===== src/rtl/execPkg.sv =====
`default_nettype none

package execPkg;

	// Datapath word width
	localparam int WORD_W = 16;

	typedef logic [WORD_W-1:0] dataWord;
	typedef logic [4:0]        opCode;
	typedef logic [1:0]        functCode;
	typedef logic [2:0]        regIndex;

	// Special instructions
	localparam opCode HALT  = 5'b00000;
	localparam opCode NOP   = 5'b00001;
	localparam opCode SIIC  = 5'b00010;
	localparam opCode RTI   = 5'b00011;

	// Jumps
	localparam opCode J     = 5'b00100;
	localparam opCode JR    = 5'b00101;
	localparam opCode JAL   = 5'b00110;
	localparam opCode JALR  = 5'b00111;

	// I-format 1 with destination in bits 7:5
	localparam opCode SUBI  = 5'b01000;
	localparam opCode ADDI  = 5'b01001;
	localparam opCode ANDNI = 5'b01010;
	localparam opCode XORI  = 5'b01011;
	localparam opCode ROLI  = 5'b10100;
	localparam opCode SLLI  = 5'b10101;
	localparam opCode RORI  = 5'b10110;
	localparam opCode SRLI  = 5'b10111;
	localparam opCode ST    = 5'b10000;
	localparam opCode LD    = 5'b10001;
	localparam opCode STU   = 5'b10011;

	// I-format 2 with register in bits 10:8
	localparam opCode BNEZ  = 5'b01100;
	localparam opCode BEQZ  = 5'b01101;
	localparam opCode BLTZ  = 5'b01110;
	localparam opCode BGEZ  = 5'b01111;
	localparam opCode LBI   = 5'b11000;
	localparam opCode SLBI  = 5'b10010;

	// R-format with destination in bits 4:2
	localparam opCode BTR   = 5'b11001;
	localparam opCode ALU_2 = 5'b11010;
	localparam opCode ALU_1 = 5'b11011;
	localparam opCode SEQ   = 5'b11100;
	localparam opCode SLT   = 5'b11101;
	localparam opCode SLE   = 5'b11110;
	localparam opCode SCO   = 5'b11111;

	// Function field under ALU_1
	localparam functCode ADD  = 2'b00;
	localparam functCode SUB  = 2'b01;
	localparam functCode XOR  = 2'b10;
	localparam functCode ANDN = 2'b11;

	// Function field under ALU_2
	localparam functCode ROL = 2'b00;
	localparam functCode SLL = 2'b01;
	localparam functCode ROR = 2'b10;
	localparam functCode SRL = 2'b11;

	// Decode to execute bundle
	typedef struct packed {
		opCode    opcode;
		functCode funct;
		dataWord  operandA;
		dataWord  operandB;
		regIndex  dest;
		logic     invA;
		logic     invB;
		logic     carryIn;
	} decodedOp;

	// Execute output bundle
	typedef struct packed {
		dataWord result;
		regIndex dest;
		logic    err;
		logic    branchTaken;
	} execResult;

endpackage

`default_nettype wire


===== src/rtl/shifter.sv =====
`timescale 1ns/1ns
`default_nettype none

module shifter
	import execPkg::*;
(
	input  dataWord    shiftIn,
	input  logic [3:0] shiftCnt,
	output dataWord    rotLeft,
	output dataWord    rotRight,
	output dataWord    shLeft,
	output dataWord    shRight,
	output dataWord    bitRev
);

	// Word placed twice so rotates fall out of plain shifts
	logic [2*WORD_W-1:0] dbl;
	logic [2*WORD_W-1:0] dblLeft;
	logic [2*WORD_W-1:0] dblRight;

	assign dbl      = {shiftIn, shiftIn};
	assign dblLeft  = dbl << shiftCnt;
	assign dblRight = dbl >> shiftCnt;

	// Upper half after left shift
	assign rotLeft  = dblLeft[2*WORD_W-1:WORD_W];
	// Lower half after right shift
	assign rotRight = dblRight[WORD_W-1:0];

	// Logical shifts with zero fill
	assign shLeft  = shiftIn << shiftCnt;
	assign shRight = shiftIn >> shiftCnt;

	// Bit 0 swaps with bit 15 and so on
	always_comb begin
		for (int i = 0; i < WORD_W; i++) begin
			bitRev[i] = shiftIn[WORD_W-1-i];
		end
	end

endmodule

`default_nettype wire


===== src/rtl/alu.sv =====
`timescale 1ns/1ns
`default_nettype none

module alu
	import execPkg::*;
(
	input  decodedOp op,
	output dataWord  result,
	output logic     err,
	output logic     zero,
	output logic     neg
);

	dataWord aIn, bIn, sum;
	logic    cout;
	dataWord rotLeft, rotRight, shLeft, shRight, bitRev;
	logic    signsDiffer, lessThan, lessEq;

	// Optional inversion ahead of the adder
	assign aIn = op.invA ? ~op.operandA : op.operandA;
	assign bIn = op.invB ? ~op.operandB : op.operandB;

	assign {cout, sum} = {1'b0, aIn} + {1'b0, bIn} + {{WORD_W{1'b0}}, op.carryIn};

	// Flags on the adder output
	assign zero = ~|sum;
	assign neg  = sum[WORD_W-1];

	// Compares run Rt - Rs
	// Opposite signs could overflow, so the sign of Rs decides there
	assign signsDiffer = op.operandA[WORD_W-1] ^ op.operandB[WORD_W-1];
	assign lessThan    = signsDiffer ? op.operandA[WORD_W-1] : (~neg & ~zero);
	assign lessEq      = lessThan | zero;

	// Count from low bits of Rt or immediate
	shifter u_shifter (
		.shiftIn  (op.operandA),
		.shiftCnt (op.operandB[3:0]),
		.rotLeft  (rotLeft),
		.rotRight (rotRight),
		.shLeft   (shLeft),
		.shRight  (shRight),
		.bitRev   (bitRev)
	);

	always_comb begin
		result = '0;
		err    = 1'b0;
		case (op.opcode)
			ALU_1: begin
				case (op.funct)
					ADD, SUB: result = sum;
					XOR:      result = op.operandA ^ op.operandB;
					// Rt already inverted in decode
					ANDN:     result = op.operandA & bIn;
				endcase
			end
			ALU_2: begin
				case (op.funct)
					ROL: result = rotLeft;
					SLL: result = shLeft;
					ROR: result = rotRight;
					SRL: result = shRight;
				endcase
			end
			SEQ:  result = dataWord'(zero);
			SLT:  result = dataWord'(lessThan);
			SLE:  result = dataWord'(lessEq);
			// Carry of Rs + Rt
			SCO:  result = dataWord'(cout);
			BTR:  result = bitRev;

			// Immediate arithmetic and logic
			SUBI, ADDI: result = sum;
			ANDNI:      result = op.operandA & bIn;
			XORI:       result = op.operandA ^ op.operandB;
			ROLI:       result = rotLeft;
			SLLI:       result = shLeft;
			RORI:       result = rotRight;
			SRLI:       result = shRight;

			// Address sums
			ST, LD, STU, JR, JALR: result = sum;

			// Operand B is zero so this is Rs
			BNEZ, BEQZ, BLTZ, BGEZ: result = sum;

			LBI:  result = op.operandB;
			SLBI: result = (op.operandA << 8) | op.operandB;

			// No PC here
			J, JAL: result = '0;

			// Specials just produce zero
			HALT, NOP, SIIC, RTI: result = '0;

			default: err = 1'b1;
		endcase
	end

endmodule

`default_nettype wire


===== src/rtl/execDecode.sv =====
`timescale 1ns/1ns
`default_nettype none

module execDecode
	import execPkg::*;
(
	input  logic     clk,
	input  logic     rstN,
	input  logic     instrValid,
	input  dataWord  instr,
	input  dataWord  rsVal,
	input  dataWord  rtVal,
	output logic     decValid,
	output decodedOp decOp
);

	opCode    opc;
	dataWord  sext5, zext5, sext8, zext8;
	regIndex  destR, destI1, destI2;
	decodedOp nextOp;

	assign opc = instr[15:11];

	// Immediate forms
	assign sext5 = {{(WORD_W-5){instr[4]}}, instr[4:0]};
	assign zext5 = {{(WORD_W-5){1'b0}}, instr[4:0]};
	assign sext8 = {{(WORD_W-8){instr[7]}}, instr[7:0]};
	assign zext8 = {{(WORD_W-8){1'b0}}, instr[7:0]};

	// Destination field per format
	assign destR  = instr[4:2];
	assign destI1 = instr[7:5];
	assign destI2 = instr[10:8];

	always_comb begin
		nextOp          = '0;
		nextOp.opcode   = opc;
		nextOp.funct    = instr[1:0];
		nextOp.operandA = rsVal;
		nextOp.operandB = rtVal;
		// I-format 2 and jump layout unless overridden
		nextOp.dest     = destI2;
		case (opc)
			ALU_1: begin
				nextOp.dest = destR;
				// Rt - Rs as ~Rs + Rt + 1
				nextOp.invA    = (instr[1:0] == SUB);
				nextOp.carryIn = (instr[1:0] == SUB);
				nextOp.invB    = (instr[1:0] == ANDN);
			end
			ALU_2, BTR, SCO: begin
				nextOp.dest = destR;
			end
			SEQ, SLT, SLE: begin
				nextOp.dest    = destR;
				nextOp.invA    = 1'b1;
				nextOp.carryIn = 1'b1;
			end
			SUBI: begin
				nextOp.dest     = destI1;
				nextOp.operandB = sext5;
				nextOp.invA     = 1'b1;
				nextOp.carryIn  = 1'b1;
			end
			// Signed offsets
			ADDI, ST, LD, STU: begin
				nextOp.dest     = destI1;
				nextOp.operandB = sext5;
			end
			ANDNI: begin
				nextOp.dest     = destI1;
				nextOp.operandB = zext5;
				nextOp.invB     = 1'b1;
			end
			XORI, ROLI, SLLI, RORI, SRLI: begin
				nextOp.dest     = destI1;
				nextOp.operandB = zext5;
			end
			// Adder passes Rs so flags describe it
			BNEZ, BEQZ, BLTZ, BGEZ: nextOp.operandB = '0;
			LBI, JR, JALR:          nextOp.operandB = sext8;
			SLBI:                   nextOp.operandB = zext8;
			default:                nextOp.operandB = '0;
		endcase
	end

	always_ff @(posedge clk) begin
		if (!rstN) begin
			decValid <= 1'b0;
			decOp    <= '0;
		end else begin
			decValid <= instrValid;
			if (instrValid) begin
				decOp <= nextOp;
			end
		end
	end

endmodule

`default_nettype wire


===== src/rtl/execStage.sv =====
`timescale 1ns/1ns
`default_nettype none

module execStage
	import execPkg::*;
(
	input  logic      clk,
	input  logic      rstN,
	input  logic      decValid,
	input  decodedOp  decOp,
	output logic      resValid,
	output execResult res
);

	dataWord   aluResult;
	logic      aluErr, aluZero, aluNeg;
	execResult nextRes;

	alu u_alu (
		.op     (decOp),
		.result (aluResult),
		.err    (aluErr),
		.zero   (aluZero),
		.neg    (aluNeg)
	);

	always_comb begin
		nextRes.result = aluResult;
		nextRes.dest   = decOp.dest;
		nextRes.err    = aluErr;
		// Flags reflect Rs for branch opcodes
		case (decOp.opcode)
			BNEZ:    nextRes.branchTaken = ~aluZero;
			BEQZ:    nextRes.branchTaken = aluZero;
			BLTZ:    nextRes.branchTaken = aluNeg;
			BGEZ:    nextRes.branchTaken = ~aluNeg;
			default: nextRes.branchTaken = 1'b0;
		endcase
	end

	always_ff @(posedge clk) begin
		if (!rstN) begin
			resValid <= 1'b0;
			res      <= '0;
		end else begin
			resValid <= decValid;
			if (decValid) begin
				res <= nextRes;
			end
		end
	end

endmodule

`default_nettype wire


===== src/rtl/execTop.sv =====
`timescale 1ns/1ns
`default_nettype none

module execTop
	import execPkg::*;
(
	input  logic      clk,
	input  logic      rstN,
	input  logic      instrValid,
	input  dataWord   instr,
	input  dataWord   rsVal,
	input  dataWord   rtVal,
	output logic      resValid,
	output execResult res
);

	// Stage 1 to stage 2
	logic     decValid;
	decodedOp decOp;

	execDecode u_execDecode (
		.clk        (clk),
		.rstN       (rstN),
		.instrValid (instrValid),
		.instr      (instr),
		.rsVal      (rsVal),
		.rtVal      (rtVal),
		.decValid   (decValid),
		.decOp      (decOp)
	);

	execStage u_execStage (
		.clk      (clk),
		.rstN     (rstN),
		.decValid (decValid),
		.decOp    (decOp),
		.resValid (resValid),
		.res      (res)
	);

endmodule

`default_nettype wire


===== config.mk =====
export PLATFORM = sky130hd
export DESIGN_NAME = execTop
export DESIGN_NICKNAME = d
export VERILOG_FILES = /design/src/rtl/execPkg.sv /design/src/rtl/shifter.sv /design/src/rtl/alu.sv /design/src/rtl/execDecode.sv /design/src/rtl/execStage.sv /design/src/rtl/execTop.sv
export SDC_FILE = /design/constraint.sdc
export NUM_CORES = 1
export LEC_CHECK = 0
export ABC_AREA = 1
export ABC_CLOCK_PERIOD_IN_PS = 5100
export BUFFER_PORTS_ARGS = -buffer_cell sky130_fd_sc_hd__buf_2
export CAP_MARGIN = 20
export CORE_ASPECT_RATIO = 1.25
export CORE_UTILIZATION = 40
export CTS_CLUSTER_SIZE = 10
export DETAILED_ROUTE_END_ITERATION = 10
export GPL_ROUTABILITY_DRIVEN = 0
export SYNTH_ARGS = -nofsm -noshare
export SYNTH_HDL_FRONTEND = slang
export SYNTH_SLANG_ARGS = --single-unit

===== constraint.sdc =====
create_clock -name clk -period 5.1 [get_ports clk]
set_input_delay 0 -clock clk [delete_from_list [all_inputs] [get_ports clk]]
set_output_delay 0 -clock clk [all_outputs]
set_load 0.02 [all_outputs]

==> results_dict.tcl <==
set metrics [dict create \
    nets 1512 \
    top_level_ports 73 \
    slew_headroom 0.365 \
    p_leak_uw 0.00416 \
    cap_violations 0 \
    status "completed" \
    fp.dieArea_um2 20100 \
    ctsResizeCount 0 \
    rsz0062_at_grt "no" \
    syn_inst 1395 \
    vdd.ir_drop.worst_v 0.000137 \
    cp.required_ns 5.35 \
    p_per_area_nw_per_um2 226 \
    cpMaxStageDelayCell "dfxtp_1" \
    drt_iter0_markers 1468 \
    fin_setup_tns_ns 0 \
    postLayoutCoreUtil 0.464 \
    endpoint "u_execStage.res[16]$_SDFFE_PN0P_" \
    firstDrtPassIters 6 \
    grt_max_degree 45 \
    root_buffer "clkbuf_16" \
    critPathLaunch "u_execDecode.decOp[1]$_SDFFE_PN0P_" \
    async_flop_share 0 \
    start_util 0.412 \
    drc 0 \
    cts_sinks 66 \
    crit_path_end_kind "register" \
    routedWlPerCell_um 20.9 \
    worstReg2RegStart "u_execDecode.decOp[1]$_SDFFE_PN0P_" \
    crit_fanout 15 \
    hpwl_mm 26.3 \
    seq_area_frac_synth 0.169 \
    mostFrequentLayoutCells "nand2_1 (500), nor2_1 (101), nand3_1 (97)" \
    cts_buffers 9 \
    htree_levels 3 \
    vias 10059 \
    crit_chain "inv_4 -> or2_2 -> nand2_1 -> ha_1 -> a21oi_1 -> o21ai_0 -> a21oi_1 -> nand3b_1 -> nand2_1 -> inv_1 -> nand2_1 -> nand3_1 -> nor3_1 -> nand3_1 -> nand2_1 -> nand2_1" \
    cts_tree "built" \
    final_max_slew_viol_count 0 \
    startpoint_type "register" \
    clockBufferDepth 2 \
    grt_pass1_wl_mm 53.3 \
    drtAntennaViolNets 0 \
    rrSetupSlack_ns 1.72 \
    vias_per_cell 5.98 \
    port_buffers 71 \
    die_w_um 127 \
    grt_use_total 0.357 \
    arrival_ns 3.63 \
    num_rows 56 \
    antenna_found_initial 0 \
    fin_crit_ns 3.38 \
    antenna_cells 0 \
    r2r_end "u_execStage.res[16]$_SDFFE_PN0P_" \
    area_growth_syn_to_layout_pct 12.5 \
    final_common_cell "nand2_1" \
    synth_edf_count 0 \
    clock.fmax_mhz 296 \
    synth.distinct_cells 57 \
    dp.cells 1632 \
    grt_pass1_vias 9267 \
    wl_mm 35.1 \
    syn-cell-area_um2 7800 \
    fin_total_pwr_uw 1980 \
    die_h_um 158 \
    final-setup-viol-count 0 \
    skew_ns 0.00542 \
    syn-num-nets 1463 \
    worst_slack_ns 1.72 \
    worst_slew_pin_slew_ns 0.947 \
    drive_gt1_frac 0.104 \
    period_share 0.662 \
    r2r_cells 16 \
    place_ws_ns 1.88 \
    yosys_warnings 0 \
    synth_seq_cells 66 \
    fin_cells 1681 \
    synth-main-ff-cell "dfxtp_1" \
    syn_area_per_cell_um2 5.59 \
    clk_latency_ns 0.36 \
    cpPeakStageDelay_ns 0.93 \
    hold_viol_final 0 \
    hold_path_class "input pin to register" \
    coreArea_um2 18900 \
    crit_top_cell "nand2_1" \
    clk_pin_slew_ns 0.06 \
    overflow 0 \
    worstSetupPathType "register to register" \
]
## repair_timing
| item | CTS | global route |
|---|---|---|
| hold buffers | 33 | 0 |
| endpoints found under the hold margin | 33 | 0 |
| buffers inserted | 0 | 0 |
## cell type report
class | instances | area (um2)
clock buffers | 9 | 225
clock inverters | 7 | 58.8
fillers | 2051 | 10100
inverters | 111 | 419
multi-input cells | 1140 | 5690
flip-flops and latches | 66 | 1320
well taps | 232 | 290
repair buffers | 116 | 776
## per-layer routing
layer | track usage | routed length, um | vias to the layer above
met3 | 0.0801 | 3230 | 173
met5 | 0 | 0 | -
met4 | 0.275 | 3030 | 0
met2 | 0.582 | 15700 | 584
li1 | - | - | 4732
met1 | 0.408 | 13100 | 4570
## logic make-up after synthesis
group | count (synthesis) | synth area share
other | 1 | 0.000481
multiplexers | 2 | 0.00257
adder cells (fa/ha/maj) | 17 | 0.0282
XOR/XNOR | 44 | 0.0494
AO/OA/AOI/OAI | 320 | 0.243
AND/OR/NAND/NOR | 756 | 0.406
buffers and inverters | 189 | 0.101
flip-flops | 66 | 0.169
## where the power goes
part           leakage, uW  switching, uW  internal [uW]  total, uW
clock network     0.000133            269            336        606
registers         0.000540           54.5            545        600
logic              0.00348            536            241        776
total              0.00416            859           1120       1980
## state kept, by name, indices dropped and copies added, names as in the netlist
signal,count
u_execDecode.decOp,44
u_execStage.res,20
u_execDecode.decValid,1
u_execStage.resValid,1
## worst min-delay path by stage
stage / depth (start not counted) / from / to
after floorplan: 2 / rsVal[0] / u_execDecode.decOp[22]$_SDFFE_PN0P_
after global placement: 3 / rsVal[0] / u_execDecode.decOp[22]$_SDFFE_PN0P_
after detailed placement: 3 / rsVal[0] / u_execDecode.decOp[22]$_SDFFE_PN0P_
after CTS: 3 / rstN / u_execDecode.decOp[37]$_SDFFE_PN0P_
after global routing: 3 / instr[13] / u_execDecode.decOp[42]$_SDFFE_PN0P_
final: 3 / rstN / u_execDecode.decOp[37]$_SDFFE_PN0P_
## metrics by stage
stage | area (um2) | hold WS [ns]
after floorplan | 7800 | 0.113
after global placement | 8160 | 0.202
after detailed placement | 8160 | 0.210
after CTS | 8780 | 0.00181
after global routing | 8780 | 0.0275
final | 8780 | 0.00460
## Yosys cell counts, drive strengths merged (3+ instances only)
library cell / count / area, um2
a211oi: 6 / 50.1
a21boi: 3 / 22.5
a21oi: 65 / 329
a22o: 3 / 26.3
a22oi: 11 / 82.6
a31oi: 10 / 62.6
buf: 41 / 233
clkbuf: 37 / 139
clkinv: 4 / 15.0
dfxtp: 66 / 1320
ha: 16 / 200
inv: 107 / 404
nand2: 509 / 1950
nand3: 99 / 513
nand3b: 8 / 60.1
nand4: 7 / 43.8
nor2: 110 / 455
nor3: 14 / 81.3
o2111ai: 6 / 52.6
o211ai: 28 / 210
o21ai: 146 / 753
o21bai: 3 / 22.5
o221ai: 5 / 43.8
o22ai: 21 / 131
or2: 6 / 37.5
xnor2: 11 / 96.3
xor2: 33 / 289
## critical path, delay by kind of cell, from the launching register on
kind | cells | cell delay [ns]
AND/OR/NAND/NOR | 10 | 1.26
flip-flops | 1 | 0.93
AO/OA/AOI/OAI | 3 | 0.53
adder cells (fa/ha/maj) | 1 | 0.31
buffers and inverters | 2 | 0.23
Power figures use the tool's default switching activity.
